`src/rtl/cache_pkg.sv`:
```
package cache_pkg;

    // cache geometry
    localparam int num_sets       = 8;
    localparam int num_ways       = 8;
    localparam int words_per_line = 16;
    localparam int offset_bits    = 6;
    localparam int index_bits     = 3;
    localparam int tag_bits       = 23;
    localparam int word_bits      = 32;

    // address and data
    typedef logic [31:0]          addr_t;
    typedef logic [word_bits-1:0] word_t;
    typedef logic [tag_bits-1:0]  tag_t;

    // array selectors
    typedef logic [index_bits-1:0]                 set_idx_t;
    typedef logic [$clog2(num_ways)-1:0]           way_t;
    typedef logic [$clog2(words_per_line)-1:0]     word_idx_t;

    // one MRU bit per way of a set
    typedef logic [num_ways-1:0] mru_t;

    // request kind
    typedef enum logic {
        op_read  = 1'b0,
        op_write = 1'b1
    } cache_op_e;

    // controller sequencing
    typedef enum logic [2:0] {
        st_idle       = 3'd0,
        st_lookup     = 3'd1,
        st_resolve    = 3'd2,
        st_write_back = 3'd3,
        st_refill     = 3'd4,
        st_finish     = 3'd5
    } ctrl_state_e;

endpackage

```
`src/rtl/tag_lookup.sv`:
```
`timescale 1ns/1ps

module tag_lookup (
    input  logic                clk,
    input  logic                rst_n,
    input  cache_pkg::set_idx_t set_idx,
    input  cache_pkg::tag_t     tag,
    input  cache_pkg::way_t     victim_way,
    input  logic                wr_en,
    input  cache_pkg::way_t     wr_way,
    input  logic                wr_dirty,
    output logic                hit,
    output cache_pkg::way_t     hit_way,
    output logic                victim_valid,
    output logic                victim_dirty,
    output cache_pkg::tag_t     victim_tag
);
    import cache_pkg::*;

    logic [num_ways-1:0] valid_q [num_sets];
    logic [num_ways-1:0] dirty_q [num_sets];
    tag_t                tag_q   [num_sets][num_ways];
    logic [num_ways-1:0] match;

    // eight-way compare on the selected set
    always_comb begin
        for (int w = 0; w < num_ways; w++) begin
            match[w] = valid_q[set_idx][w] && (tag_q[set_idx][w] == tag);
        end
    end

    // lowest matching way wins
    always_comb begin
        hit_way = '0;
        for (int w = num_ways - 1; w >= 0; w--) begin
            if (match[w]) begin
                hit_way = way_t'(w);
            end
        end
    end

    assign hit          = |match;
    assign victim_valid = valid_q[set_idx][victim_way];
    assign victim_dirty = dirty_q[set_idx][victim_way];
    assign victim_tag   = tag_q[set_idx][victim_way];

    always_ff @(posedge clk or negedge rst_n) begin
        if (!rst_n) begin
            for (int s = 0; s < num_sets; s++) begin
                valid_q[s] <= '0;
            end
        end else if (wr_en) begin
            valid_q[set_idx][wr_way] <= 1'b1;
        end
    end

    // tag and dirty only count under a valid bit
    always_ff @(posedge clk) begin
        if (wr_en) begin
            tag_q[set_idx][wr_way]   <= tag;
            dirty_q[set_idx][wr_way] <= wr_dirty;
        end
    end

    // a line is never allocated twice in one set
    a_single_match: assert property (@(posedge clk) disable iff (!rst_n)
        $onehot0(match));

endmodule

```
`config.mk`:
```
export PLATFORM = sky130hd
export DESIGN_NAME = tag_lookup
export DESIGN_NICKNAME = d
export VERILOG_FILES = /design/src/rtl/cache_pkg.sv /design/src/rtl/tag_lookup.sv
export SDC_FILE = /design/constraint.sdc
export NUM_CORES = 2
export LEC_CHECK = 0
export ABC_CLOCK_PERIOD_IN_PS = 7600
export BUFFER_PORTS_ARGS = -buffer_cell sky130_fd_sc_hd__buf_2
export CAP_MARGIN = 20
export CELL_PAD_IN_SITES_DETAIL_PLACEMENT = 1
export CELL_PAD_IN_SITES_GLOBAL_PLACEMENT = 2
export CORE_MARGIN = 5
export CORE_UTILIZATION = 50
export CTS_CLUSTER_SIZE = 10
export DETAILED_ROUTE_END_ITERATION = 16
export PLACE_DENSITY = 0.77
export SLEW_MARGIN = 20
export SYNTH_ARGS = -nofsm -noshare
export SYNTH_HDL_FRONTEND = slang
export SYNTH_SLANG_ARGS = --single-unit
```
`constraint.sdc`:
```
create_clock -name clk -period 7.6 [get_ports clk]
set_input_delay 1.14 -clock clk [delete_from_list [all_inputs] [get_ports clk]]
set_output_delay 1.14 -clock clk [all_outputs]
set_load 0.05 [all_outputs]
```
-- Yosys cells after proc, flatten, opt, wreduce, memory -nomap -nowiden
Memories as Yosys holds them, arrays and structs flattened.
Index checks and enable logic that the tools add are counted.
Widths: inputs -> output; s select.
- $lt $le $gt $ge: 8
- equality and inequality tests: 8
- muxes and demuxes: 27
- bitwise gates (word level): 4
- reductions and logical operators: 12
- operators with widths (kind ; count):
    $eq 23x23->1 ; 8
    $mux 184 ; 1
    $bmux 23 s3 ; 1
    $demux 23 s3 ; 1
    $mux 23 ; 3
    $or 64x64->64 ; 1
    $mux 8 ; 4
    $bmux 8 s3 ; 1
    $demux 8 s3 ; 1
    $mux 3 ; 8
    $ge 4x4->1 const B ; 3
    $not 3->4 ; 3
    $logic_and 1x1->1 ; 11
    $lt 3x4->1 const B ; 2
    $lt 4x1->1 const B ; 2
    $reduce_or 8->1 ; 1
    $bmux 1 s3 ; 2
    $mux 1 ; 4
    $demux 1 s3 ; 1
    $ge 3x1->1 const B ; 1
- flip-flop bits (word level): 64
- memory bits (writable): 1536
- input port bits: 36
- output and inout bits: 29
- logic and storage cells: 69
- memories kept: 2
- memory list (name ; words ; bits a word ; read ports ; clocked after Yosys merged registers in ; wr ports ; RTL line ; source):
    tag_q ; 8 ; 184 ; 1 ; 0 ; 1 ; tag_lookup.sv:22 ; tag_t tag_q [num_sets][num_ways];
    dirty_q ; 8 ; 8 ; 1 ; 0 ; 1 ; tag_lookup.sv:21 ; logic [num_ways-1:0] dirty_q [num_sets];

-- Logic depth before layout (Yosys ltp)
- depth after elaboration: 13
- mapped depth: 16
- depth with buffers taken out: 10

-- Least setup slack after synthesis
No wires, ideal clock.
- path type: input port to output port
- start point: in set_idx[0]
- end point: out hit_way[2]
- arrival time: 4.292 ns
- data required time: 6.460 ns
- setup slack: 2.168 ns
- stages: 13
- buffers on the path: 4
- cells stage by stage: buf_6 > buf_6 > buf_6 > buf_2 > mux4_2 > and2_0 > a221o_1 > xnor2_1 > nand4_1 > nor4_1 > nand4_1 > nand2_1 > nor3_1
- longest elaborated chain between the ends: 13
- elaborated cells between the ends (all ways): 29
- those cells by class: eq/ne (8); mux (11); bitwise (1); reduce/logical (8); memory (1)
- ends and longest elaborated chain (item ; RTL line ; source):
    start: declaration ; tag_lookup.sv:6 ; input cache_pkg::set_idx_t set_idx,
    branches (longest 12 deep; another with $mem_v2 8x184) ; n/a ;
    $mux 3 (*) ; tag_lookup.sv:36 ; if (match[w]) begin
    end: declaration ; tag_lookup.sv:13 ; output cache_pkg::way_t hit_way,
Mark *: on every way between the ends. The select of a mux whose other input is x is not followed.

-- Worst setup path in the final report
- start point: in set_idx[1]
- end point: out hit_way[1]
Same word-level chain as after synthesis.

==> results.json <==
{
  "numCtsBuffers": 180,
  "grt_use_total": 0.3253,
  "worst_clock_skew_ns": 0,
  "worst_ir_drop_vdd_mv": 0.2386,
  "clkTransAtPathRegs_ns": 0.06,
  "cp_max_fo": 72,
  "crit_top_cell": "sky130_fd_sc_hd__nand4_1",
  "detail_route.drc_violations": 0,
  "timing.reg2reg.setup_slack_ns": 6.77,
  "seq_power_share": 0.501,
  "worstRegToRegCells": 1,
  "setup_slack_ns": 0.3289,
  "wire_length_of_the_first_global_routing_pass_um": 310700,
  "synth.ff_latch_count": 1600,
  "synth.top_cells.by_area": "sky130_fd_sc_hd__edfxtp_1 71%, sky130_fd_sc_hd__mux4_2 6.6%, sky130_fd_sc_hd__mux2i_1 4.4%",
  "worstSetupEndpointType": "primary output",
  "min_path_type": "input pin to async pin",
  "number_of_hold_slack_violations_in_the_final_timing_report": 0,
  "rsz0062_at_grt": "no",
  "netlist.top_cell.by_area": "sky130_fd_sc_hd__edfxtp_1",
  "cts.repair_timing.setup_buffer_count": 0,
  "r2r_start": "valid_q[3]",
  "grt_start_max_net_pins": 89,
  "initial_core_util": 0.5022,
  "setup.worst_path.class": "input pin to primary output",
  "arrival_ns": 6.13,
  "tns_ns": 0,
  "final_cell_count_no_fill": 5660,
  "crit_path_cell_chain": "buf_8 -> inv_2 -> buf_12 -> mux2i_1 -> xor2_1 -> nand4_1 -> nor4_1 -> nand4_1 -> o41ai_2 -> a21oi_1 -> nor2_1 -> buf_2",
  "power.static_leakage_nw": 24.40,
  "p_int_mw": 14.93,
  "netlist_instances": 3545,
  "synth_warnings": 0,
  "proportion_of_register_bits_with_asynchronous_set_or_reset_after_synthesis": 0.04000,
  "power_density_mw_per_mm2": 267.2,
  "n_fill_cell": 11330,
  "seq_area_mm2": 0.04773,
  "synthToLayoutAreaGrowth_pct": 13.26,
  "synth_top_flop_cell": "sky130_fd_sc_hd__edfxtp_1",
  "slowest_stage": "sky130_fd_sc_hd__nor4_1",
  "clock_tree.root_cell": "sky130_fd_sc_hd__clkbuf_16",
  "clock_sinks": 1600,
  "cts_hold_repair.buffers": 0,
  "multi_input_comb_area_mm2": 0.01602,
  "postPlaceCellArea_mm2": 0.06815,
  "drt-pass1-iter-count": 6,
  "period_minus_slack_ns": 7.271,
  "die_area_mm2": 0.1372,
  "timing.rr.end": "valid_q[3]",
  "timing_worst_slew_pin_value_ns": 1.367,
  "synthesis.area_mm2": 0.06495,
  "post_layout_total_power_mw": 19.66,
  "fp.coreArea_mm2": 0.1293,
  "die_boundary_height_um": 370.4,
  "initialDrtViolationCount": 5379,
  "cpPeakStageDelay_ns": 0.77,
  "antenna_violating_nets_post_route": 0,
  "timing.fmax_mhz": 137.5,
  "number_of_vias_per_cell_after_detailed_routing": 6.773,
  "setup-violations-final": 0,
  "cts_htree_levels": 4,
  "crit_start": "set_idx[1]",
  "count_of_port_buffers_added_during_placement": 64,
  "grt_antenna_before_repair": 13,
  "power.share.clock": 0.413,
  "num_vias": 38340,
  "postSynthAreaPerCell_um2": 18.32,
  "detailedPlacementHpwl_um": 138100,
  "status": "finished clean",
  "relSlewSlack": 0.08847,
  "dp_cells": 5334,
  "cts_tree": "done",
  "place_ws_ns": 0.7021,
  "synthDistinctLibCells": 72,
  "post_cts_gate_resize_count": 0,
  "wl_per_cell_um": 39.67,
  "post_route_cells_drive_above_1_share": 0.2346,
  "comb_power_share": 0.087,
  "ctsLongestPathBuffers": 3,
  "globalRoute.totalOverflow": 0,
  "detail_route.wirelength_um": 224500,
  "synth_edf_count": 1536,
  "clk-insertion-delay-late_ns": 0.82,
  "post-route-util": 0.5688,
  "nNetsFinal": 3810,
  "power_switching_share": 0.2407,
  "timing.final.max_slew_violations": 0,
  "finish.instance_area_mm2": 0.07356,
  "synth-seq-area-share": 0.7348,
  "grt_pass1_vias": 38970,
  "place_congestion": 0.9406,
  "power.switching_mw": 4.732,
  "synth.net_count": 3581,
  "finalCritPeriodShare": 0.9567,
  "maxCapViolations": 0,
  "worst_setup_path_start_kind": "input pin",
  "fp-row-count": 132,
  "timing.hold.ws_ns": 0.2740,
  "worst-endpoint-required_ns": 6.46,
  "die_x_um": 370.4,
  "yosys.area.top_type_share": 0.7102,
  "io-pin-count": 65
}
-- cells by family (layout without fill, tap and decap cells) --
logic type | Yosys count | in the layout | synth area share
AOI/OAI and AO/OA | 496 | 496 | 0.05766
xor gates and xnor gates | 178 | 178 | 0.02400
buffers and inverters | 241 | 609 | 0.02192
DFF | 1600 | 1600 | 0.7348
muxes | 565 | 565 | 0.1256
other | 0 | 5 | 0
and+or+nand+nor | 465 | 465 | 0.03599
-- placed cells by master (no fill, tap or decap), types with 8 or more instances in the layout --
master | Yosys | final
sky130_fd_sc_hd__buf_4 | 26 | 198
sky130_fd_sc_hd__buf_2 | 66 | 55
sky130_fd_sc_hd__mux2_2 | 84 | 84
sky130_fd_sc_hd__nor4_1 | 29 | 29
sky130_fd_sc_hd__o2bb2ai_1 | 13 | 13
sky130_fd_sc_hd__xor2_1 | 72 | 72
sky130_fd_sc_hd__mux2i_1 | 288 | 288
sky130_fd_sc_hd__clkbuf_16 | 0 | 184
sky130_fd_sc_hd__nand3_1 | 17 | 17
sky130_fd_sc_hd__nand3b_1 | 12 | 12
sky130_fd_sc_hd__a22o_1 | 28 | 28
sky130_fd_sc_hd__nand4_1 | 24 | 24
sky130_fd_sc_hd__mux4_2 | 191 | 191
sky130_fd_sc_hd__and3_1 | 11 | 11
sky130_fd_sc_hd__o221ai_1 | 10 | 10
sky130_fd_sc_hd__a221oi_1 | 113 | 113
sky130_fd_sc_hd__a221o_1 | 38 | 38
sky130_fd_sc_hd__nor2_1 | 144 | 77
sky130_fd_sc_hd__o22ai_1 | 46 | 46
sky130_fd_sc_hd__buf_12 | 1 | 18
sky130_fd_sc_hd__edfxtp_1 | 1536 | 1536
sky130_fd_sc_hd__o22a_1 | 11 | 11
sky130_fd_sc_hd__or2_2 | 68 | 68
sky130_fd_sc_hd__nor2_2 | 0 | 65
sky130_fd_sc_hd__a211oi_1 | 20 | 20
sky130_fd_sc_hd__a22oi_1 | 66 | 66
sky130_fd_sc_hd__clkbuf_1 | 54 | 119
sky130_fd_sc_hd__nand2_1 | 104 | 104
sky130_fd_sc_hd__xnor2_1 | 106 | 106
sky130_fd_sc_hd__a21oi_1 | 69 | 69
sky130_fd_sc_hd__o21ai_0 | 43 | 43
sky130_fd_sc_hd__dfrtp_1 | 64 | 64
sky130_fd_sc_hd__or3b_2 | 8 | 8
-- synthesized netlist by cell type (all sizes together), types with 24 or more instances --
cell    count
xor2       72
o21ai      44
a21oi      69
nand4      24
edfxtp   1536
o22ai      46
a22oi      66
a22o       28
dfrtp      64
or2        68
nor2      144
nand2     104
a221o      38
a221oi    115
mux4      191
buf       173
mux2       86
nor4       31
clkbuf     54
xnor2     106
mux2i     288
-- per-layer routing --
layer | GRT usage | vias to the layer above | routed length [µm]
met3 | 0.08264 | 588 | 24520
met5 | 0 | - | 0
li1 | - | 14820 | -
met1 | 0.4389 | 20350 | 84750
met4 | 0.1568 | 0 | 12530
met2 | 0.4988 | 2584 | 102700
-- worst max-delay path, delay by kind of cell --
family          cells  cell delay, ns
buf+inv             4            1.85
simple gates        4            1.75
mux                 1            0.75
xor+xnor            1            0.20
compound gates      2            0.34
-- layout make-up --
cell class / count / share of cell area
Antenna cell: 5 / 0.0001701
Clock buffer: 309 / 0.06979
Clock inverter: 12 / 0.003487
Inverter: 14 / 0.0007995
Multi-Input combinational cell: 1704 / 0.2178
Sequential cell: 1600 / 0.6488
Tap cell: 1742 / 0.02963
Timing Repair Buffer: 274 / 0.02946
-- worst max path at each step --
stage	endpoint	slack, ns
floorplan	hit_way[2]	2.17
global placement	hit_way[1]	0.74
detailed placement	hit_way[0]	0.70
CTS	hit_way[1]	0.61
global route	hit	0.42
finish	hit_way[1]	0.33
-- flip-flops by register name, indices dropped and copies added (netlist names) --
name / count
dirty_q: 64
tag_q: 1472
valid_q: 64
-- power by group through the flow --
stage          Sequential [mW]  Clock [mW]  Combinational [mW]
6_report                  9.84        8.11                1.71
3_5_place_dp              10.0           0                1.66
4_1_cts                   9.84        8.19                1.67
5_1_grt                   9.84        8.62                1.73
2_1_floorplan             10.0           0               0.889
3_3_place_gp              10.0           0                1.62
No activity file was read; power rests on OpenSTA's default activity.
