### src/rtl/cache_pkg.sv
package cache_pkg;

    // cache geometry
    localparam int num_sets       = 8;
    localparam int num_ways       = 8;
    localparam int words_per_line = 16;
    localparam int offset_bits    = 6;
    localparam int index_bits     = 3;
    localparam int tag_bits       = 23;
    localparam int word_bits      = 32;

    // address and data
    typedef logic [31:0]          addr_t;
    typedef logic [word_bits-1:0] word_t;
    typedef logic [tag_bits-1:0]  tag_t;

    // array selectors
    typedef logic [index_bits-1:0]                 set_idx_t;
    typedef logic [$clog2(num_ways)-1:0]           way_t;
    typedef logic [$clog2(words_per_line)-1:0]     word_idx_t;

    // one MRU bit per way of a set
    typedef logic [num_ways-1:0] mru_t;

    // request kind
    typedef enum logic {
        op_read  = 1'b0,
        op_write = 1'b1
    } cache_op_e;

    // controller sequencing
    typedef enum logic [2:0] {
        st_idle       = 3'd0,
        st_lookup     = 3'd1,
        st_resolve    = 3'd2,
        st_write_back = 3'd3,
        st_refill     = 3'd4,
        st_finish     = 3'd5
    } ctrl_state_e;

endpackage

### src/rtl/plru_way_select.sv
`timescale 1ns/1ps

module plru_way_select (
    input  logic              clk,
    input  logic              rst_n,
    input  cache_pkg::set_idx_t set_idx,
    input  cache_pkg::way_t   hit_way,
    input  logic              access_hit,
    input  logic              access_miss,
    output cache_pkg::way_t   victim_way
);
    import cache_pkg::*;

    mru_t mru_q [num_sets];
    mru_t cur_mru;
    way_t free_way;

    assign cur_mru = mru_q[set_idx];

    // highest way whose MRU bit is still clear
    always_comb begin
        free_way = '0;
        for (int i = 0; i < num_ways; i++) begin
            if (!cur_mru[i]) begin
                free_way = way_t'(i);
            end
        end
    end

    always_ff @(posedge clk or negedge rst_n) begin
        if (!rst_n) begin
            for (int s = 0; s < num_sets; s++) begin
                mru_q[s] <= '0;
            end
            victim_way <= '0;
        end else if (access_hit) begin
            mru_q[set_idx][hit_way] <= 1'b1;
            victim_way <= hit_way;
        end else if (access_miss) begin
            if (&cur_mru) begin
                // all ways recently used, restart with way 7 only
                mru_q[set_idx] <= mru_t'(1) << (num_ways - 1);
                victim_way <= way_t'(num_ways - 1);
            end else begin
                mru_q[set_idx] <= cur_mru | (mru_t'(1) << free_way);
                victim_way <= free_way;
            end
        end
    end

    // controller issues exactly one strobe per lookup
    a_one_strobe: assert property (@(posedge clk) disable iff (!rst_n)
        !(access_hit && access_miss));

endmodule

### config.mk
export PLATFORM = sky130hd
export DESIGN_NAME = plru_way_select
export DESIGN_NICKNAME = d
export VERILOG_FILES = /design/src/rtl/cache_pkg.sv /design/src/rtl/plru_way_select.sv
export SDC_FILE = /design/constraint.sdc
export NUM_CORES = 1
export LEC_CHECK = 0
export ABC_AREA = 1
export BUFFER_PORTS_ARGS = -buffer_cell sky130_fd_sc_hd__buf_2
export CORE_ASPECT_RATIO = 0.7
export CORE_MARGIN = 5
export CORE_UTILIZATION = 31
export CTS_CLUSTER_SIZE = 30
export DETAILED_ROUTE_END_ITERATION = 8
export MAX_ROUTING_LAYER = met4
export PLACE_DENSITY = 0.56
export SKIP_CTS_REPAIR_TIMING = 1
export SLEW_MARGIN = 20
export SYNTH_ARGS = -nofsm -noshare
export SYNTH_HDL_FRONTEND = slang
export SYNTH_SLANG_ARGS = --single-unit
export TNS_END_PERCENT = 20
### constraint.sdc
create_clock -name clk -period 4.59 [get_ports clk]
set_input_delay 0.2295 -clock clk [delete_from_list [all_inputs] [get_ports clk]]
set_output_delay 0.2295 -clock clk [all_outputs]
set_load 0.005 [all_outputs]
**Word-level counts from Yosys, hierarchy flattened**

Index checks and enable logic that the tools add are counted.

- Flip-flop bits (word level): 67
- Output and inout bits: 3
- Logic and storage cells: 47

- $lt $le $gt $ge: 4
- Shift operators: 1
- Multiplexer cells: 23
- Bitwise logic cells: 6
- Reductions and logical operators: 4

Operators with widths:

| cell | number |
|---|---|
| two-way mux 64 bit | 3 |
| bitwise mux 64 bit | 1 |
| bitwise OR 64 bit | 1 |
| bitwise AND 56 bit | 1 |
| NOT 56 bit | 1 |
| demux 8 bit (select 3 bit) | 2 |
| two-way mux 8 bit | 4 |
| binary-select mux 8 bit (select 3 bit) | 1 |
| two-way mux 3 bit | 8 |
| bitwise OR 8 bit | 2 |
| AND reduction 8 bit | 1 |
| << shifter 1 x 3 -> 8 bit (first input constant) | 1 |
| >= comparator 4 bit (second input constant) | 1 |
| < comparator 3 x 4 -> 1 bit (second input constant) | 1 |
| < comparator 4 x 1 -> 1 bit (second input constant) | 1 |
| NOT 3 -> 4 bit | 1 |
| demux 1 bit (select 3 bit) | 1 |
| >= comparator 3 x 1 -> 1 bit (second input constant) | 1 |
| logical AND 1 bit | 2 |
| two-way mux 1 bit | 2 |
| two-way mux 2 bit | 1 |
| nonzero test 2 bit | 1 |

**Depth between registers and ports, before layout**

Gate-level depths: netlist of the first run.

- Word-level depth: 17
- Mapped depth: 19
- Depth with buffers taken out: 17

**Least setup slack after synthesis of the first run**

No wires, ideal clock.

- Kind: in2reg
- Start: in set_idx[0]
- End: reg mru_q[12] (netlist bit)
- Setup time: 0.123 ns
- Arrival: 1.735 ns
- Data required time: 4.467 ns
- Path slack: 2.732 ns
- Cell stages on the path: 16
- Path through: buf_4 buf_6 o21ai_1 nand2_1 nand2_1 nand2_1 nand2_1 nand2_1 nor2_2 nand2_2 buf_6 nand3_1 nand2_1 buf_2 o21ai_1 o21ai_1

- Word-level cells in the longest chain between the ends: 17
- Elaborated cells between the ends (all ways): 28
- Those cells by class: order compare: 2; shift: 1; mux: 18; bitwise: 5; reduce/logical: 2

RTL lines:

| item | RTL line | text |
|---|---|---|
| from (decl) | plru_way_select.sv:6 | `input cache_pkg::set_idx_t set_idx,` |
| NOT 3 -> 4 bit (implied by the code) (*) | -- |  |
| binary-select mux 8 bit (select 3 bit) | plru_way_select.sv:18 | `assign cur_mru = mru_q[set_idx];` |
| two-way mux 8 bit (implied by the code) (2 in series) | plru_way_select.sv:18 |  |
| two-way mux 1 bit | plru_way_select.sv:24 | `if (!cur_mru[i]) begin` |
| two-way mux 2 bit | plru_way_select.sv:24 |  |
| two-way mux 3 bit (5 in series) | plru_way_select.sv:24 |  |
| << shifter 1 x 3 -> 8 bit | plru_way_select.sv:45 | `mru_q[set_idx] <= cur_mru \| (mru_t'(1) << free_way);` |
| bitwise OR 8 bit | plru_way_select.sv:45 |  |
| bitwise mux 64 bit | plru_way_select.sv:45 |  |
| two-way mux 64 bit | plru_way_select.sv:40 | `if (&cur_mru) begin` |
| two-way mux 64 bit | plru_way_select.sv:39 | `end else if (access_miss) begin` |
| two-way mux 64 bit (*) | plru_way_select.sv:36 | `end else if (access_hit) begin` |
| to (signal, indexed assignment) | plru_way_select.sv:42 | `mru_q[set_idx] <= mru_t'(1) << (num_ways - 1);` |
| to (signal, indexed assignment) | plru_way_select.sv:45 |  |
| to (decl) | plru_way_select.sv:14 | `mru_t mru_q [num_sets];` |

Mark *: on every way between the ends. The rest lies on a longest branch, timed or not. The select of a mux whose other input is x is not followed.
A chain may end at the register's enable or synchronous reset.

**Worst setup path after layout of the first run**

- Start: in set_idx[0]
- End: reg mru_q[8] (netlist bit)

The elaborated chain is that of the path after synthesis.

==> reports/qor.csv, run 1 <==
stage;metric;value;unit
status;outcome;finished clean;
synthesis;Post-synth top flop;dfrtp_1;
worst_setup_path;CP Class;in2reg;
timing;Fin. Hold Viols;0;
synthesis;most frequent cell after synthesis;nand2_1;
place;Placed Instances;1134;
place;Final HPWL DP;13700;um
cells_and_area;layout cell share with drive strength beyond 1;6.86;%
cells_and_area;# diodes;0;
floorplan;die width;168;um
synthesis;top area cells in the synthesized netlist;dfrtp_1, nand2_1, nand3_1, nor2_1, inv_1;
global_route;GRT Total Usage;20.3;%
floorplan;IO Count;13;
cells_and_area;NumNets Final;924;
global_route;global-route wire length before repair;31200;um
worst_setup_path;Critical Path Source Type;input port;
synthesis;post-synthesis register bit count;67;
global_route;largest net degree at the start of global routing;68;
synthesis;Synth Cell Area;5410;um^2
cts;CTS root buffer;clkbuf_16;
timing;Least-Margin Pin Slew;1.05;ns
power_and_ir_drop;total power;1.95;mW
global_route;GRT overflow;0;
power_and_ir_drop;PD cells;330;nW/um^2
global_route;GR Layer Usage met3;4.87;%
place;dpl ws;1.30;ns
worst_setup_path;highest net fanout along the worst path;49;
cts;CTS tree;yes;
power_and_ir_drop;Max IR drop VDD;0.154;mV
floorplan;die height;121;um
drt;1st-iter DRT viols;755;
floorplan;Core Box Area;17200;um^2
worst_setup_path;CP required;4.86;ns
synthesis;Seq/Total Area, Yosys;31.0;%
timing;Max Transition Viols Final;0;
floorplan;Rows;40;
cells_and_area;Cell Count, Final, Fillers Out;1150;
synthesis;synth unique cells;29;
cts;Bufs on Longest Clock Path;2;
worst_setup_path;flop2flop setup slack;1.83;ns
cts;Clock Latency Late Sink;0.34;ns
worst_setup_path;crit path DAT;3.29;ns
drt;final WL;20000;um
flow_run;max cap viols;0;
global_route;met2 GRT Util;26.0;%
drt;DRC;0;
synthesis;Mean Syn Cell Area;5.83;um^2
timing;clock skew;0.00761;ns
drt;vias per cell;5.20;
timing;achievable frequency;331;MHz
timing;headroom to the max-slew limit;29.3;%
worst_setup_path;crit path capture type;flip-flop;
floorplan;die area;20200;um^2
synthesis;cell count after synthesis;928;
synthesis;ys async rst share;100;%
timing;RSZ-0062 raised after global routing;no;
drt;routed via count;5975;
cts;TritonCTS Sinks;67;
synthesis;Mapped Nets;938;
cells_and_area;area delta synth->final;9.14;%
global_route;global route hottest layer;met1;
place;RePlAce Congestion;0.976;
cells_and_area;Filler cells;1929;
timing;Final period util;65.9;%
cts;Num CTS Buffers;9;
drt;First-pass DRT Iterations;6;
place;# port buffers;12;
cts;H-tree depth;3;
cells_and_area;final core occ;34.4;%
drt;WL/cell;17.4;um
global_route;vias in the first global route;5287;
global_route;met1 GRT Util;31.6;%
timing;setup TNS;0;ns
timing;post-layout minimum cycle time;3.02;ns
drt;Post-DRT Antenna Nets;0;
floorplan;Initial Util;31.5;%
synthesis;most frequent cells after synthesis;nand2_1, nand3_1, nor2_1;
synthesis;Synth area leader;dfrtp_1;
synthesis;Syn. warnings;0;
timing;Final Setup Violations;0;
global_route;initial antenna violation count;0;
cts;Clk pin slew, worst setup/hold paths;0.06;ns
power_and_ir_drop;leakage;3.04;nW
min_path;Hold Path Class;in2async;
synthesis;post-synth top area share;31.0;%
timing;Final WS setup;1.57;ns
synthesis;number of synthesized flops with an enable pin;0;
==> cells in the final DEF (no fill, tap or decap), types with 3 or more instances in the layout <==
cell         n
buf_4       11
nand3_1    111
dfrtp_1     67
o21ai_0     20
buf_2       11
nor2_2       6
inv_1       56
clkinv_1     3
nor3_1      25
clkinv_2     3
nand2_2      4
nor2_1      74
a21boi_1     7
inv_2        9
clkbuf_16    9
o211ai_1     6
nor3_2       4
a21oi_1     34
nand4_1     13
o21ai_1     28
a211oi_1     3
nand2_1    405
==> where the power goes <==
group          switching, mW  internal, mW  leakage (nW)  total (mW)
Combinational          0.336         0.140          2.07       0.476
Clock                  0.272         0.433         0.145       0.705
Sequential            0.0998         0.666         0.823       0.766
Total                  0.708          1.24          3.04        1.95
==> worst paths after layout <==
check / startpoint / end / depth (start not counted)
hold reg to reg: victim_way[1] / victim_way[1] / 2
setup / recovery: set_idx[0] / mru_q[8] / 18
max in group asynchronous: rst_n / mru_q[34] / 1
min in group clk: access_miss / victim_way[0] / 4
hold / removal: rst_n / mru_q[26] / 1
setup reg to reg: mru_q[59] / mru_q[51] / 16
==> flip-flops by register name, indices dropped and copies added (netlist names) <==
| name | cells |
|---|---|
| mru_q | 64 |
| victim_way | 3 |
==> cells by family after synthesis <==
| family | share of synthesized area (%) |
|---|---|
| AND/OR/NAND/NOR | 49.2 |
| buffers and inverters | 9.11 |
| AO/OA/AOI/OAI | 10.6 |
| flip-flops | 31.0 |
==> metrics by stage <==
stage               hold WS [ns]  instance area, um^2
floorplan                -0.0661                 5410
global placement           0.421                 5610
detailed placement         0.419                 5610
CTS                       0.0598                 5900
global route               0.104                 5900
finish                   0.00947                 5900
==> area by class of cell <==
class	instances	area, um^2	share of cell area, %
flip-flops and latches	67	1680	28.4
clock buffers	11	243	4.11
well taps	231	289	4.90
multi-input cells	746	3250	55.0
inverters	68	255	4.32
repair buffers	22	138	2.33
clock inverters	5	52.6	0.890
==> metal layers <==
metal / part of all wire [%] / up-vias
li1: - / 2954
met1: 49 / 2690
met2: 38 / 298
met3: 11 / 33
met4: 1.7 / 0
met5: 0 / -
==> critical path, cell delays in order <==
cell and delay (ns):
buf_2 0.62, inv_2 0.39, nand2_1 0.17, nand2_1 0.06, nand2_1 0.06, nand2_1 0.06
nand2_1 0.06, nand2_1 0.06, o21ai_1 0.13, nor2_4 0.11, nand2_2 0.09, buf_4 0.29
inv_1 0.33, nor2_1 0.31, nand2_1 0.10, nand2_1 0.09, nand2_1 0.05, nand2_1 0.05
Note: power is estimated with default switching activity, not from simulation.
==> inputs of run 2 (changes only) <==
- ABC_AREA: 1 -> 0
- PLACE_DENSITY: 0.56 -> 0.58
- clock period: 4.59 -> 2.48 ns (I/O delays scaled with it)
==> reports/qor.csv, run 2 <==
stage;metric;value;unit;change
status;outcome;finished clean;;unchanged
min_path;hold path start;hit_way[2];;
flow_run;max cap viols;0;;unchanged
floorplan;Core Box Area;11700;um^2;was 17200 um^2
synthesis;post-synth top area share;45.2;%;was 31.0%
timing;Fin. Hold Viols;0;;unchanged
worst_setup_path;Slowest Stage Delay on Critical Path;0.54;ns;was 0.62 ns
cells_and_area;final core occ;38.0;%;was 34.4%
synthesis;cell count after synthesis;382;;was 928
min_path;Hold Path Class;in2reg;;was in2async
worst_setup_path;crit path DAT;2.66;ns;was 3.29 ns
floorplan;IO Count;13;;unchanged
drt;routed via count;3312;;was 5975
drt;DRC;0;;unchanged
floorplan;Initial Util;31.6;%;was 31.5%
power_and_ir_drop;PD cells;808;nW/um^2;was 330 nW/um^2
global_route;vias in the first global route;3007;;was 5287
worst_setup_path;Worst path depth;7;;was 18
timing;RSZ-0062 raised after global routing;no;;unchanged
cells_and_area;area delta synth->final;20.2;%;was 9.14%
worst_setup_path;crit path capture type;flip-flop;;unchanged
power_and_ir_drop;Max IR drop VDD;0.394;mV;was 0.154 mV
timing;clock skew;0.00628;ns;was 0.00761 ns
synthesis;synth unique cells;51;;was 29
worst_setup_path;r2r startpoint;mru_q[23];;was mru_q[59]
worst_setup_path;reg2reg end;mru_q[26];;was mru_q[51]
cells_and_area;Design Area, Final;4460;um^2;was 5900 um^2
power_and_ir_drop;leakage;1.86;nW;was 3.04 nW
timing;Final period util;95.9;%;
cts;TritonCTS Sinks;67;;unchanged
power_and_ir_drop;total power;3.60;mW;was 1.95 mW
timing;setup TNS;0;ns;unchanged
global_route;global-route wire length before repair;17900;um;was 31200 um
synthesis;most frequent cell after synthesis;dfrtp_1;;was nand2_1
synthesis;ys async rst share;100;%;unchanged
cts;H-tree depth;3;;unchanged
synthesis;most frequent cells after synthesis;dfrtp_1, a21oi_1, nand2_1;;was nand2_1, nand3_1, nor2_1
worst_setup_path;highest net fanout along the worst path;5;;was 49
synthesis;Synth Cell Area;3710;um^2;was 5410 um^2
worst_setup_path;crit path buf inv count;0;;was 4
cells_and_area;NumNets Final;428;;was 924
worst_setup_path;flop2flop setup slack;0.10;ns;was 1.83 ns
worst_setup_path;slowest CP cell;a211oi_1;;was buf_2
cells_and_area;commonest non-fill, non-tap cells in the layout;dfrtp_1, a21oi_1, nand2_1;;was nand2_1, nand3_1, nor2_1
cells_and_area;layout cell share with drive strength beyond 1;19.1;%;was 6.86%
floorplan;die area;14300;um^2;was 20200 um^2
drt;Post-DRT Antenna Nets;0;;unchanged
worst_setup_path;R2R depth;7;;was 16
cts;CTS root buffer;clkbuf_16;;unchanged
cts;CTS tree;yes;;unchanged
timing;Least-Margin Pin Slew;0.774;ns;was 1.05 ns
synthesis;number of synthesized flops with an enable pin;0;;unchanged
place;# port buffers;12;;unchanged
drt;1st-iter DRT viols;446;;was 755
global_route;GRT overflow;0;;unchanged
place;placed cell area;4130;um^2;was 5610 um^2
cts;Num CTS Buffers;9;;unchanged
cells_and_area;Cell Count, Final, Fillers Out;580;;was 1150
timing;headroom to the max-slew limit;48.4;%;was 29.3%
floorplan;die height;102;um;was 121 um
place;Final HPWL DP;8160;um;was 13700 um
worst_setup_path;Setup crit start;mru_q[23];;was set_idx[0]
drt;final WL;11300;um;was 20000 um
floorplan;Rows;33;;was 40
drt;First-pass DRT Iterations;4;;was 6
synthesis;post-synthesis register bit count;67;;unchanged
cells_and_area;max reg flops;64;;unchanged
drt;vias per cell;5.71;;was 5.20
cts;Bufs on Longest Clock Path;2;;unchanged
synthesis;Mapped Nets;392;;was 938
synthesis;Post-synth top flop;dfrtp_1;;unchanged
global_route;initial antenna violation count;0;;unchanged
synthesis;Syn. warnings;0;;unchanged
synthesis;Synth area leader;dfrtp_1;;unchanged
synthesis;Seq/Total Area, Yosys;45.2;%;was 31.0%
drt;WL/cell;19.5;um;was 17.4 um
cells_and_area;biggest regs;mru_q (64), victim_way (3);;unchanged
cts;Clock Latency Late Sink;0.34;ns;about the same
global_route;GRT Total Usage;17.2;%;was 20.3%
synthesis;top area cells in the synthesized netlist;dfrtp_1, a21oi_1, a21o_1, nand2_1, a31oi_1;;was dfrtp_1, nand2_1, nand3_1, nor2_1, inv_1
timing;achievable frequency;420;MHz;
worst_setup_path;Worst setup endpoint;mru_q[26];;was mru_q[8]
cts;Clk pin slew, worst setup/hold paths;0.06;ns;about the same
place;RePlAce Congestion;0.974;;was 0.976
cells_and_area;commonest non-fill, non-tap cell in the layout;dfrtp_1;;was nand2_1
timing;Final Setup Violations;0;;unchanged
worst_setup_path;Crit path max-delay family;compound AO/OA/AOI/OAI gates;;was buffers and inverters
global_route;largest net degree at the start of global routing;38;;was 68
place;Placed Instances;563;;was 1134
cells_and_area;Biggest register;mru_q;;unchanged
floorplan;die width;141;um;was 168 um
worst_setup_path;CP required;2.76;ns;was 4.86 ns
worst_setup_path;Critical Path Source Type;flip-flop;;was input port
worst_setup_path;CP Class;reg2reg;;was in2reg
timing;post-layout minimum cycle time;2.38;ns;
synthesis;Mean Syn Cell Area;9.71;um^2;was 5.83 um^2
timing;Max Transition Viols Final;0;;unchanged
cells_and_area;# diodes;0;;unchanged
worst_setup_path;worst-path cell chain;mux2_2 > o22ai_1 > a221o_1 > a211oi_1 > a21oi_1 > o21ai_1 > o22a_1;;was buf_2 > inv_2 > nand2_1 > nand2_1 > nand2_1 > nand2_1 > nand2_1 > nand2_1 > o21ai_1 > nor2_4 > nand2_2 > buf_4 > inv_1 > nor2_1 > nand2_1 > nand2_1 > nand2_1 > nand2_1
-- run 2: changes by cell type after synthesis, sizes merged, moves of 9 or more --
| cell | delta |
|---|---|
| nand2 | -363 |
| nand3 | -107 |
| o21ai | -30 |
| a31oi | +20 |
| nand4 | -12 |
| mux2i | +9 |
| buf | -22 |
| mux4 | +9 |
| a21oi | +19 |
| inv | -62 |
| nor2 | -53 |
| o22a | +13 |
| nor3 | -23 |
| a21o | +24 |
-- run 2: logic make-up (layout without fill, tap and decap cells) --
kind of cell    Yosys count  after routing  synth area share, %
compound gates          157            157                 28.1
xor+xnor                  1              1                0.438
buf+inv                  26             67                 3.67
flops                    67             67                 45.2
mux                      20             20                 8.90
simple gates            111            111                 13.8
-- run 2: worst min path at each step --
stage | cells past startpoint | slack (ns) | endpoint
floorplan | 0 | -0.17 | mru_q[0]
global route | 2 | 0.14 | victim_way[2]
global placement | 1 | 0.22 | mru_q[2]
CTS | 1 | -0.12 | mru_q[1]
detailed placement | 1 | 0.23 | mru_q[2]
finish | 2 | 0.15 | victim_way[2]
-- run 2: through the flow --
step | hold slack, ns | setup slack [ns]
2_1_floorplan | -0.172 | 0.304
3_3_place_gp | 0.224 | -0.0136
3_5_place_dp | 0.235 | -0.111
4_1_cts | -0.122 | 0.134
5_1_grt | 0.139 | 0.00220
6_report | 0.149 | 0.102
-- run 2: layer usage --
metal	track usage [%]	share of wire [%]	vias to the layer above
met5	-	0	-
met4	4.62	1.0	0
met3	5.38	9.3	13
met2	21.2	39	143
met1	26.3	51	1649
li1	-	-	1507
-- run 2: where the power goes --
group,switching (mW),leakage (nW),internal (mW),total (mW)
Sequential,0.129,0.737,1.31,1.44
Combinational,0.436,0.966,0.354,0.791
Clock,0.495,0.159,0.877,1.37
-- run 2: area by class of cell --
class / count / area, um^2
well taps: 157 / 196
repair buffers: 49 / 365
multi-input cells: 289 / 1900
clock inverters: 7 / 92.6
fillers: 1165 / 7260
flip-flops and latches: 67 / 1680
inverters: 2 / 7.51
clock buffers: 9 / 225
