[config.mk]
export PLATFORM = sky130hd
export DESIGN_NAME = cache_ctrl
export DESIGN_NICKNAME = d
export VERILOG_FILES = /design/src/rtl/cache_pkg.sv /design/src/rtl/cache_ctrl.sv
export SDC_FILE = /design/constraint.sdc
export NUM_CORES = 1
export LEC_CHECK = 0
export ABC_CLOCK_PERIOD_IN_PS = 4400
export BUFFER_PORTS_ARGS = -buffer_cell sky130_fd_sc_hd__buf_2
export CELL_PAD_IN_SITES_DETAIL_PLACEMENT = 1
export CELL_PAD_IN_SITES_GLOBAL_PLACEMENT = 2
export CORE_MARGIN = 8
export CORE_UTILIZATION = 29
export DETAILED_ROUTE_END_ITERATION = 7
export PLACE_DENSITY_LB_ADDON = 0.1
export SLEW_MARGIN = 20
export SYNTH_ARGS = -nofsm -noshare
export SYNTH_HDL_FRONTEND = slang
export SYNTH_SLANG_ARGS = --single-unit
[constraint.sdc]
create_clock -name clk -period 4.4 [get_ports clk]
set_input_delay 0 -clock clk [delete_from_list [all_inputs] [get_ports clk]]
set_output_delay 0 -clock clk [all_outputs]
set_load 0.05 [all_outputs]
[src/rtl/cache_pkg.sv]
package cache_pkg;

    // cache geometry
    localparam int num_sets       = 8;
    localparam int num_ways       = 8;
    localparam int words_per_line = 16;
    localparam int offset_bits    = 6;
    localparam int index_bits     = 3;
    localparam int tag_bits       = 23;
    localparam int word_bits      = 32;

    // address and data
    typedef logic [31:0]          addr_t;
    typedef logic [word_bits-1:0] word_t;
    typedef logic [tag_bits-1:0]  tag_t;

    // array selectors
    typedef logic [index_bits-1:0]                 set_idx_t;
    typedef logic [$clog2(num_ways)-1:0]           way_t;
    typedef logic [$clog2(words_per_line)-1:0]     word_idx_t;

    // one MRU bit per way of a set
    typedef logic [num_ways-1:0] mru_t;

    // request kind
    typedef enum logic {
        op_read  = 1'b0,
        op_write = 1'b1
    } cache_op_e;

    // controller sequencing
    typedef enum logic [2:0] {
        st_idle       = 3'd0,
        st_lookup     = 3'd1,
        st_resolve    = 3'd2,
        st_write_back = 3'd3,
        st_refill     = 3'd4,
        st_finish     = 3'd5
    } ctrl_state_e;

endpackage

[src/rtl/cache_ctrl.sv]
`timescale 1ns/1ps

module cache_ctrl (
    input  logic                 clk,
    input  logic                 rst_n,
    input  cache_pkg::addr_t     addr,
    input  logic                 rd,
    input  logic                 wr,
    input  cache_pkg::word_t     in_data,
    input  logic                 hit,
    input  cache_pkg::way_t      hit_way,
    input  cache_pkg::way_t      victim_way,
    input  logic                 victim_valid,
    input  logic                 victim_dirty,
    input  cache_pkg::tag_t      victim_tag,
    input  cache_pkg::word_t     rd_word,
    input  cache_pkg::word_t     rd_from_mem,
    input  logic                 mem_op_finish,
    output cache_pkg::word_t     out_data,
    output logic                 data_rdy,
    output cache_pkg::set_idx_t  set_idx,
    output cache_pkg::tag_t      tag,
    output logic                 access_hit,
    output logic                 access_miss,
    output logic                 tag_wr_en,
    output cache_pkg::way_t      tag_wr_way,
    output logic                 tag_wr_dirty,
    output cache_pkg::way_t      data_way,
    output cache_pkg::word_idx_t data_word_idx,
    output logic                 data_wr_en,
    output cache_pkg::word_t     data_wr_word,
    output cache_pkg::addr_t     mem_addr,
    output cache_pkg::word_t     wr_to_mem,
    output logic                 r_w,
    output logic                 enable
);
    import cache_pkg::*;

    ctrl_state_e state;
    cache_op_e   op;
    word_idx_t   burst_cnt;
    addr_t       req_addr;
    word_t       req_data;

    set_idx_t  req_set;
    tag_t      req_tag;
    word_idx_t req_word;
    addr_t     line_base;
    logic      word_done;
    logic      last_word;
    logic      hit_write;
    logic      victim_wb;

    // fields of the captured request
    assign req_set   = req_addr[offset_bits +: index_bits];
    assign req_tag   = req_addr[offset_bits + index_bits +: tag_bits];
    assign req_word  = req_addr[offset_bits-1:2];
    assign line_base = {req_addr[31:offset_bits], {offset_bits{1'b0}}};

    assign word_done = enable && mem_op_finish;
    assign last_word = burst_cnt == word_idx_t'(words_per_line - 1);
    assign hit_write = (state == st_resolve) && hit && (op == op_write);
    assign victim_wb = victim_valid && victim_dirty;

    always_ff @(posedge clk or negedge rst_n) begin
        if (!rst_n) begin
            state     <= st_idle;
            op        <= op_read;
            burst_cnt <= '0;
            enable    <= 1'b0;
            r_w       <= 1'b0;
            data_rdy  <= 1'b0;
        end else begin
            data_rdy <= 1'b0;
            case (state)
                st_idle: begin
                    if (rd || wr) begin
                        op    <= wr ? op_write : op_read;
                        state <= st_lookup;
                    end
                end
                st_lookup: begin
                    state <= st_resolve;
                end
                st_resolve: begin
                    if (hit) begin
                        data_rdy <= 1'b1;
                        state    <= st_idle;
                    end else begin
                        burst_cnt <= '0;
                        enable    <= 1'b1;
                        r_w       <= victim_wb;
                        state     <= victim_wb ? st_write_back : st_refill;
                    end
                end
                st_write_back: begin
                    if (word_done) begin
                        burst_cnt <= burst_cnt + word_idx_t'(1);
                        if (last_word) begin
                            // drop enable for a cycle between bursts
                            enable <= 1'b0;
                            r_w    <= 1'b0;
                            state  <= st_refill;
                        end
                    end
                end
                st_refill: begin
                    if (!enable) begin
                        enable <= 1'b1;
                    end else if (mem_op_finish) begin
                        burst_cnt <= burst_cnt + word_idx_t'(1);
                        if (last_word) begin
                            enable <= 1'b0;
                            state  <= st_finish;
                        end
                    end
                end
                st_finish: begin
                    data_rdy <= 1'b1;
                    state    <= st_idle;
                end
                default: begin
                    state <= st_idle;
                end
            endcase
        end
    end

    always_ff @(posedge clk) begin
        if (state == st_idle && (rd || wr)) begin
            req_addr <= addr;
            req_data <= in_data;
        end
        if (op == op_read && ((state == st_resolve && hit) || state == st_finish)) begin
            out_data <= rd_word;
        end
        // victim line base first, then the requested line
        if (state == st_resolve && !hit) begin
            mem_addr <= victim_wb ? {victim_tag, req_set, {offset_bits{1'b0}}} : line_base;
        end else if (state == st_write_back && word_done && last_word) begin
            mem_addr <= line_base;
        end else if (word_done) begin
            mem_addr <= mem_addr + 32'd4;
        end
    end

    assign set_idx     = req_set;
    assign tag         = req_tag;
    assign access_hit  = (state == st_lookup) && hit;
    assign access_miss = (state == st_lookup) && !hit;

    // hits address the matching way, misses the chosen victim
    assign data_way     = (state == st_resolve) ? hit_way : victim_way;
    assign tag_wr_way   = data_way;
    assign tag_wr_en    = hit_write || (state == st_finish);
    assign tag_wr_dirty = op == op_write;

    assign data_word_idx = (state == st_write_back || state == st_refill) ? burst_cnt : req_word;
    assign data_wr_en    = hit_write || (state == st_refill && word_done) ||
                           (state == st_finish && op == op_write);
    assign data_wr_word  = (state == st_refill) ? rd_from_mem : req_data;

    // victim words stream straight out of the data array
    assign wr_to_mem = rd_word;

    a_no_enable_at_rdy: assert property (@(posedge clk) disable iff (!rst_n)
        data_rdy |-> !enable);

    a_addr_stable: assert property (@(posedge clk) disable iff (!rst_n)
        (enable && !mem_op_finish) |=> $stable(mem_addr));

endmodule

* After elaboration in Yosys (flattened, before gate mapping)
Cells that the tools add are included.
** Cells by class
- Mux-type cells :: 33
- Add/sub/neg operators :: 2
- Equal/unequal tests :: 13
- Reduce and logical (&&, ||, !) cells :: 29
- Bitwise logic cells :: 1
** Operators by type and width (number)
- $mux W32 :: 5
- $add A32 B3 Y32 const B :: 1
- $mux W3 :: 9
- $mux W4 :: 5
- $pmux W3 S5 :: 1
- $ne A2 B2 Y1 const B :: 7
- $logic_and A1 B1 Y1 :: 13
- $pmux W4 S3 :: 1
- $mux W1 :: 9
- $reduce_and A4 Y1 :: 2
- $eq A3 B2 Y1 const B :: 2
- $eq A3 B3 Y1 const B :: 2
- $logic_or A1 B1 Y1 :: 6
- $reduce_and A6 Y1 :: 1
- $reduce_bool A3 Y1 :: 2
- $reduce_and A5 Y1 :: 1
- $add A4 B1 Y4 const B :: 1
- $eq A4 B4 Y1 const B :: 1
- $pmux W1 S2 :: 2
- $eq A3 B1 Y1 const B :: 1
- $logic_not A3 Y1 :: 1
- $pmux W1 S3 :: 1
- $reduce_and A2 Y1 :: 1
- $reduce_bool A2 Y1 :: 1
- other kinds (2) :: 2
** Word-level totals
- Bits of input ports :: 165
- Flip-flop bits (word level) :: 139
- Output and inout port bits :: 172
- Logic and storage cells :: 88

* Longest topological paths before layout
Gate-level depths: netlist of the first run.
- Word-level depth :: 5
- Mapped depth :: 7
- Mapped depth without buffers :: 6

* Least setup slack after synthesis of the first run
Ideal clock, no wire load.
- Path kind :: reg-to-reg
- Start :: register state[2]
- End :: register out_data[0], enable pin
- Setup slack :: 1549 ps
- Cell stages (with the launch flop) :: 6
- Data arrival time :: 2426 ps
- Required time :: 3975 ps
- Period minus slack after synthesis :: 2851 ps
- Library setup time :: 425 ps
- Buffers on the path :: 1
- Cell sequence :: dfrtp_1 -> buf_2 -> nand2b_1 -> nor2_1 -> a21o_1 -> nor2b_1
** Between the ends
- Longest elaborated chain between the ends :: 4
- Elaborated cells between the ends (all ways) :: 5
- Classes of those cells :: eq/ne: 2; reduce/logical: 3
** Ends and longest elaborated chain
- start, declared :: RTL line cache_ctrl.sv:39 : ctrl_state_e state;
- start signal, assigned :: RTL line cache_ctrl.sv:67 : state <= st_idle;
- start signal, assigned :: RTL line cache_ctrl.sv:79 : state <= st_lookup;
- start signal, assigned :: RTL line cache_ctrl.sv:83 : state <= st_resolve;
- $eq A3 B2 Y1 :: RTL line cache_ctrl.sv:134 : if (op == op_read && ((state == st_resolve && hit) || state == st_finish)) begin
- $logic_and A1 B1 Y1 :: RTL line cache_ctrl.sv:134
- $logic_or A1 B1 Y1 (*) :: RTL line cache_ctrl.sv:134
- $logic_and A1 B1 Y1 (*) :: RTL line cache_ctrl.sv:134
- end signal, assigned :: RTL line cache_ctrl.sv:135 : out_data <= rd_word;
- end, declared :: RTL line cache_ctrl.sv:19 : output cache_pkg::word_t out_data,
Every way passes the cells marked *; elsewhere a longest branch is shown, timed or not.
A chain may end at the register's enable or synchronous reset.

* Worst setup path after layout of the first run
- Start :: register state[1]
- End :: register mem_addr[15] (data pin)
** Between the ends
- Longest elaborated chain between the ends :: 5
- Elaborated cells between the ends (all ways) :: 7
- Classes of those cells :: eq/ne: 2; mux: 2; reduce/logical: 3
** Ends and longest elaborated chain
- $eq A3 B2 Y1 :: RTL line cache_ctrl.sv:140 : end else if (state == st_write_back && word_done && last_word) begin
- $logic_and A1 B1 Y1 (2 in series) :: RTL line cache_ctrl.sv:140
- $mux W32 :: RTL line cache_ctrl.sv:140
- $mux W32 (*) :: RTL line cache_ctrl.sv:138 : if (state == st_resolve && !hit) begin
- end signal, assigned :: RTL line cache_ctrl.sv:139 : mem_addr <= victim_wb ? {victim_tag, req_set, {offset_bits{1'b0}}} : line_base;
- end signal, assigned :: RTL line cache_ctrl.sv:141 : mem_addr <= line_base;
- end signal, assigned :: RTL line cache_ctrl.sv:143 : mem_addr <= mem_addr + 32'd4;
- end, declared :: RTL line cache_ctrl.sv:32 : output cache_pkg::addr_t mem_addr,
Marked as above.

==> results of run 1 <==
cells in the final DEF (no fill, tap or decap), types with 7 or more instances in the layout:
cell,count
o21ai_0,18
a22oi_1,16
buf_2,332
nor3_1,8
edfxtp_1,124
dfrtp_1,11
clkbuf_16,17
nand2_1,127
xnor2_1,19
inv_1,8
a21oi_1,11
nor2_1,18
dlygate4sd3_1,121
xor2_1,8
nand3_1,12
mux2_2,7
area by class of cell:
class                      count  area [µm²]
timing repair buffer         459        2918
sequential                   135        3999
multi-input combinational    312        1785
clock buffer                  17       425.4
tap                          280       350.3
clock inverter                15       142.6
inverter                       8       30.03
antenna                        1       2.502
fill                        2434       11970
final timing paths:
check                        startpoint            to  slack (ns)  cells after the start
setup / recovery               state[1]  mem_addr[15]        1.68                      6
hold / removal                    rst_n      data_rdy        0.02                      2
setup reg to reg               state[1]  mem_addr[15]        1.68                      6
hold reg to reg                     r_w           r_w        0.48                      2
max in group asynchronous         rst_n        enable        4.15                      2
min in group clk           victim_dirty      state[1]        0.02                      5
synthesized netlist by cell type, types with 2 or more instances:
| master | number |
|---|---|
| o21a_1 | 2 |
| o21ai_2 | 3 |
| a221o_1 | 2 |
| nor4_1 | 6 |
| nor4b_2 | 2 |
| nor2b_1 | 2 |
| o21ai_1 | 6 |
| a31oi_1 | 2 |
| and4_1 | 2 |
| edfxtp_1 | 124 |
| o22ai_1 | 6 |
| nor2_1 | 18 |
| ha_1 | 2 |
| dfrtp_1 | 11 |
| clkbuf_1 | 6 |
| and2_2 | 2 |
| nand3_1 | 12 |
| nand4_1 | 3 |
| a22o_1 | 2 |
| nand2_1 | 127 |
| xor2_1 | 8 |
| and3_1 | 2 |
| nand2b_1 | 3 |
| a21oi_1 | 11 |
| or3_1 | 3 |
| o21ai_0 | 18 |
| a22oi_1 | 16 |
| mux2_2 | 7 |
| buf_4 | 65 |
| inv_1 | 8 |
| buf_2 | 4 |
| nor3_1 | 8 |
| xnor2_1 | 19 |
state kept, by name, summed over array words and instances, names as in the netlist:
register	flops
state	3
enable	1
data_rdy	1
tag_wr_dirty	1
burst_cnt	4
out_data	32
r_w	1
req_addr	30
req_data	32
mem_addr	30
cells by family after synthesis:
| logic type | after synthesis |
|---|---|
| AOI/OAI and AO/OA | 72 |
| xor gates and xnor gates | 27 |
| adders and majority gates | 2 |
| buffers and inverters | 84 |
| DFF | 135 |
| muxes | 7 |
| other | 1 |
| and+or+nand+nor | 202 |
layer usage:
| metal | part of all wire | up-vias | track usage |
|---|---|---|---|
| met4 | 0.0097 | 2 | 0.04463 |
| met1 | 0.37 | 2622 | 0.1727 |
| met3 | 0.084 | 16 | 0.06491 |
| li1 | - | 2642 | - |
| met2 | 0.53 | 178 | 0.3056 |
| met5 | 0.00053 | - | 0 |
timing repair:
item | 4_1_cts | 5_1_grt
endpoints found under the hold margin | 129 | 1
hold buffers | 120 | 1
endpoints found under the setup margin | 0 | 0
worst max-delay path: cells and delay by family, from the launching register on:
| kind | cells | cell delay, ns |
|---|---|---|
| flip-flops | 1 | 0.57 |
| AND/OR/NAND/NOR | 2 | 0.64 |
| buffers and inverters | 1 | 0.30 |
| AO/OA/AOI/OAI | 3 | 0.95 |
where the power goes:
| part | leakage, nW | switching, mW | total, mW | internal, mW |
|---|---|---|---|---|
| Combinational | 2.57 | 2.58 | 3.38 | 0.799 |
| Clock | 0.265 | 0.591 | 1.38 | 0.788 |
| Sequential | 1.31 | 0.334 | 2.31 | 1.98 |
==> out/qor.yml, run 1 <==
status:
  status: "finished clean"
logic_synthesis:
  synth_ff_type: "edfxtp_1"
  synth-simple-area-share: 0.1524
  synth_compound_area_frac: 0.07215
  synth_xor_xnor_area_share: 0.03736
  synth.top_cell.area_share: 0.5883
  synth_cells: 530
  synth_top_area_cell: "edfxtp_1"
  synth_mux_area_frac: 0.01245
  ys_types: 51
  synth-edff-count: 124
  syn_area_mm2: 0.006330
  synth_seq_cells: 135
  yosysWarnings: 0
  ys_top_cells_by_area: "edfxtp_1 59%, buf_4 7.7%, nand2_1 7.5%"
  synth_top_family_by_area: "simple AND/OR/NAND/NOR gates"
  synth_fa_ha_area_frac: 0.003953
  syn-mean-instance-area_um2: 11.94
  synth_seq_area_share: 0.6317
  synthArstFlopShare: 0.08148
cts:
  clkLatencyLatePin_ns: 0.42
  clkTransAtPathRegs_ns: 0.07
  clock_sinks: 135
  cts_root_buf: "clkbuf_16"
  h-tree-depth: 4
  cts_tree: "done"
  cts_resized: 0
  post-cts-setup-buffer-count: 0
  numCtsBuffers: 17
  clock_path_buffers: 2
route:
  drt-vias-per-instance: 4.450
  drt_iter0_drc: 182
  postRouteAntennaNets: 0
  routed_wl_um: 22490
  drc: 0
  dr.pass1.iters: 4
  wire_per_inst_um: 18.33
  vias: 5460
timing:
  period_minus_slack_ns: 2.724
  rsz0062_at_grt: "no"
  fmaxAchievable_mhz: 367.2
  tightest_slew_ns: 0.9730
  worst_slack_ns: 1.677
  fin_setup_tns_ns: 0
  finalClockSkew_ns: 0.01363
  hold_viol: 0
  slew_violations: 0
  post-route-period-util: 0.6190
  slew_headroom: 0.3483
  final-setup-viol-count: 0
  holdWs_ns: 0.01537
setup_path:
  path_cells: "nor2b_1 > nand2_1 > o21ai_2 > buf_4 > a21oi_1 > a221o_1"
  critPathArrivalTime_ns: 2.88
  cp-end-kind: "flip-flop"
  cp_data_required_time_ns: 4.56
  slowest_stage: "o21ai_2"
  cp_max_fo: 15
  critical_path_class: "flip-flop to flip-flop"
  start_kind: "flip-flop"
  slowest_delay_ns: 0.63
floorplan:
  ioPinCount: 337
  die_w_um: 163.7
  die_y_um: 163.7
  core_area_mm2: 0.02162
  start_util: 0.2928
  rows: 54
  die_area_mm2: 0.02681
placement:
  io_buffers: 332
  hpwl_um: 16560
  place_area_mm2: 0.007871
  preCtsSetupSlack_ns: 1.679
  globalplace.congestion: 0.7426
  dp_cells: 1073
power:
  powerDensity_mw_per_mm2: 733.1
  p_total_mw: 7.077
  leakage_nw: 4.149
  ir_drop_mv: 0.5876
hold_path:
  holdCritPathClass: "input pin to async pin"
cells_and_area:
  syn_to_final_growth_pct: 52.50
  postLayoutCellArea_mm2: 0.009653
  final_cells: 1227
  final_util: 0.4465
  drive_gt1_frac: 0.4165
  nets: 1100
global_routing:
  grt_pass1_vias: 6317
  grt_max_degree: 64
  antenna_found_initial: 2
  grt_overflow: 0
  track_usage: 0.1661
  grt_pass1_wl_um: 34360
run:
  maxCapViolations: 0
No activity file was read; power rests on OpenSTA's default activity.
==> run 2: changes to the inputs <==
- ABC_AREA: not set -> 1
- ABC_CLOCK_PERIOD_IN_PS: 4400 -> 2660
- CORE_UTILIZATION: 29 -> 26
- clock period: 4.4 -> 2.66 ns (I/O delays scaled with it)
==> run 2 against run 1 <==
Sequential power increased by 55%. Die area rose by 19%. Area after synthesis grew 8.6%. First-iteration DRC count increased by 32%. Wire length grew 18%. Worst hold slack improved by 0.085 ns. Synthesized cell count increased by 41%. Final area is 6.9% higher. Clock skew is 0.0016 ns lower. Final cell count up 22%.
==> out/qor.yml, run 2 <==
status:
  status: "finished clean"
logic_synthesis:
  syn_area_mm2: 0.006872
  synth_seq_area_share: 0.5819
  synth-simple-area-share: 0.2345
  synth_ff_type: "edfxtp_1"
  synth-edff-count: 124
  synth.top_cell.area_share: 0.5419
  syn-mean-instance-area_um2: 9.199
  synth_cells: 747
  yosys-top-cells-count: "282 x nand2_1, 124 x edfxtp_1, 67 x buf_4"
  synth_top_family_by_area: "simple AND/OR/NAND/NOR gates"
  synthArstFlopShare: 0.08148
  synth_xor_xnor_area_share: 0.007647
  synth_top_area_cell: "edfxtp_1"
  synth_compound_area_frac: 0.05626
  synth_fa_ha_area_frac: 0.003642
  ys_top_cells_by_area: "edfxtp_1 54%, nand2_1 15%, buf_4 7.3%"
  yosysWarnings: 0
  synth_seq_cells: 135
  ys_types: 34
  synth_mux_area_frac: 0
  post-synth-top-count-cell: "nand2_1"
setup_path:
  cp_max_fo: 23
  cp_data_required_time_ns: 2.83
  cp-end-kind: "flip-flop"
  critical_path_class: "flip-flop to flip-flop"
  start_kind: "flip-flop"
  critPathArrivalTime_ns: 2.23
route:
  drt-vias-per-instance: 4.260
  drc: 0
  routed_wl_um: 26430
  dr.pass1.iters: 5
  wire_per_inst_um: 17.61
  postRouteAntennaNets: 0
  drt_iter0_drc: 240
  vias: 6395
power:
  ir_drop_mv: 0.5308
  leakage_nw: 4.763
  powerDensity_mw_per_mm2: 1119
global_routing:
  grt_max_degree: 47
  grt_pass1_vias: 7162
  grt_overflow: 0
  grt_pass1_wl_um: 39930
  track_usage: 0.1635
  antenna_found_initial: 4
cells_and_area:
  drive_gt1_frac: 0.3399
  reg_top3: "out_data (32), req_data (32)"
  final_cell_mix: "332 x buf_2, 282 x nand2_1, 124 x edfxtp_1"
  postLayoutCellArea_mm2: 0.01032
  syn_to_final_growth_pct: 50.18
  mostFrequentLayoutCell: "buf_2"
  nets: 1319
  final_util: 0.3971
placement:
  hpwl_um: 19800
  globalplace.congestion: 0.7224
  place_area_mm2: 0.008517
  preCtsSetupSlack_ns: 0.5555
  io_buffers: 332
cts:
  clock_sinks: 135
  clkLatencyLatePin_ns: 0.43
  clock_path_buffers: 2
  clkTransAtPathRegs_ns: 0.06
  cts_resized: 0
  h-tree-depth: 4
  numCtsBuffers: 17
  cts_root_buf: "clkbuf_16"
  cts_tree: "done"
floorplan:
  start_util: 0.2644
  core_area_mm2: 0.02598
  die_y_um: 178.6
  rows: 59
  die_area_mm2: 0.03189
  die_w_um: 178.6
  ioPinCount: 337
hold_path:
  holdCritPathClass: "input pin to flip-flop"
timing:
  period_minus_slack_ns: 2.061
  worst_slack_ns: 0.5995
  rsz0062_at_grt: "no"
  fin_setup_tns_ns: 0
  slew_violations: 0
  final-setup-viol-count: 0
  post-route-period-util: 0.7746
  finalClockSkew_ns: 0.01201
  hold_viol: 0
  fmaxAchievable_mhz: 485.3
run:
  maxCapViolations: 0
[run 2: changes by cell type in the layout (fill, tap and decap cells not counted), sizes merged, moves of 9 or more]
| cell | change |
|---|---|
| nand2 | +161 |
| inv | +59 |
| nor2 | +44 |
| nand3 | +27 |
| xnor2 | -15 |
| o21ai | +12 |
| a21oi | -9 |
[run 2: critical path: stages, from the launching register on]
cell and delay (ns):
dfrtp_1 0.41, ha_1 0.22, nand3_1 0.12, nor2_2 0.17, nand2_2 0.25, nand2_2 0.11, buf_4 0.31, nand2_1 0.08
o21ai_0 0.08, nand2_1 0.06
[run 2: worst paths after layout]
kind                               from      endpoint  slack [ns]  cells past startpoint
max                        burst_cnt[0]  mem_addr[12]        0.60                      9
min                                  rd      state[2]        0.10                      5
max reg2reg                burst_cnt[0]  mem_addr[12]        0.60                      9
min reg2reg                         r_w           r_w        0.52                      2
max in group asynchronous         rst_n      state[0]        1.14                      4
min in group asynchronous         rst_n  burst_cnt[0]        0.45                      3
[run 2: kinds of logic (layout without fill, tap and decap cells)]
group,Yosys count,count (layout)
and+or+nand+nor,396,396
other,1,3
xor gates and xnor gates,6,6
DFF,135,135
adders and majority gates,2,2
AOI/OAI and AO/OA,65,65
buffers and inverters,142,559
[run 2: layer usage]
| layer | GRT usage | part of all wire | vias up |
|---|---|---|---|
| li1 | - | - | 3200 |
| met1 | 0.1723 | 0.38 | 2992 |
| met2 | 0.3062 | 0.54 | 173 |
| met3 | 0.05652 | 0.071 | 24 |
| met4 | 0.03824 | 0.0074 | 6 |
| met5 | 0 | 0.0013 | - |
[run 2: final cells by class]
class | instances | area (µm²)
Clock inverter | 15 | 153.9
Tap cell | 335 | 419.2
Sequential cell | 135 | 3999
Antenna cell | 1 | 2.502
Clock buffer | 17 | 425.4
Inverter | 62 | 232.7
Fill cell | 3117 | 15670
Timing Repair Buffer | 465 | 2990
Multi-Input combinational cell | 471 | 2097
[run 2: per-stage QoR]
step	power [mW]	std cells	hold slack (ns)
finish	11.55	1501	0.1003
global route	12.23	1501	0.1441
CTS	11.78	1500	0.06830
detailed placement	9.154	1346	-0.09362
global placement	9.117	1346	-0.09146
floorplan	7.708	748	-0.2956
[run 2: where the power goes]
group	total, mW	switching [mW]	internal, mW
registers	3.59	0.434	3.15
logic	5.54	4.30	1.24
clock network	2.43	1.10	1.33
[run 2: timing repair]
action	4_1_cts	5_1_grt
buffers inserted	0	0
endpoints found under the hold margin	130	0
hold buffers	122	0
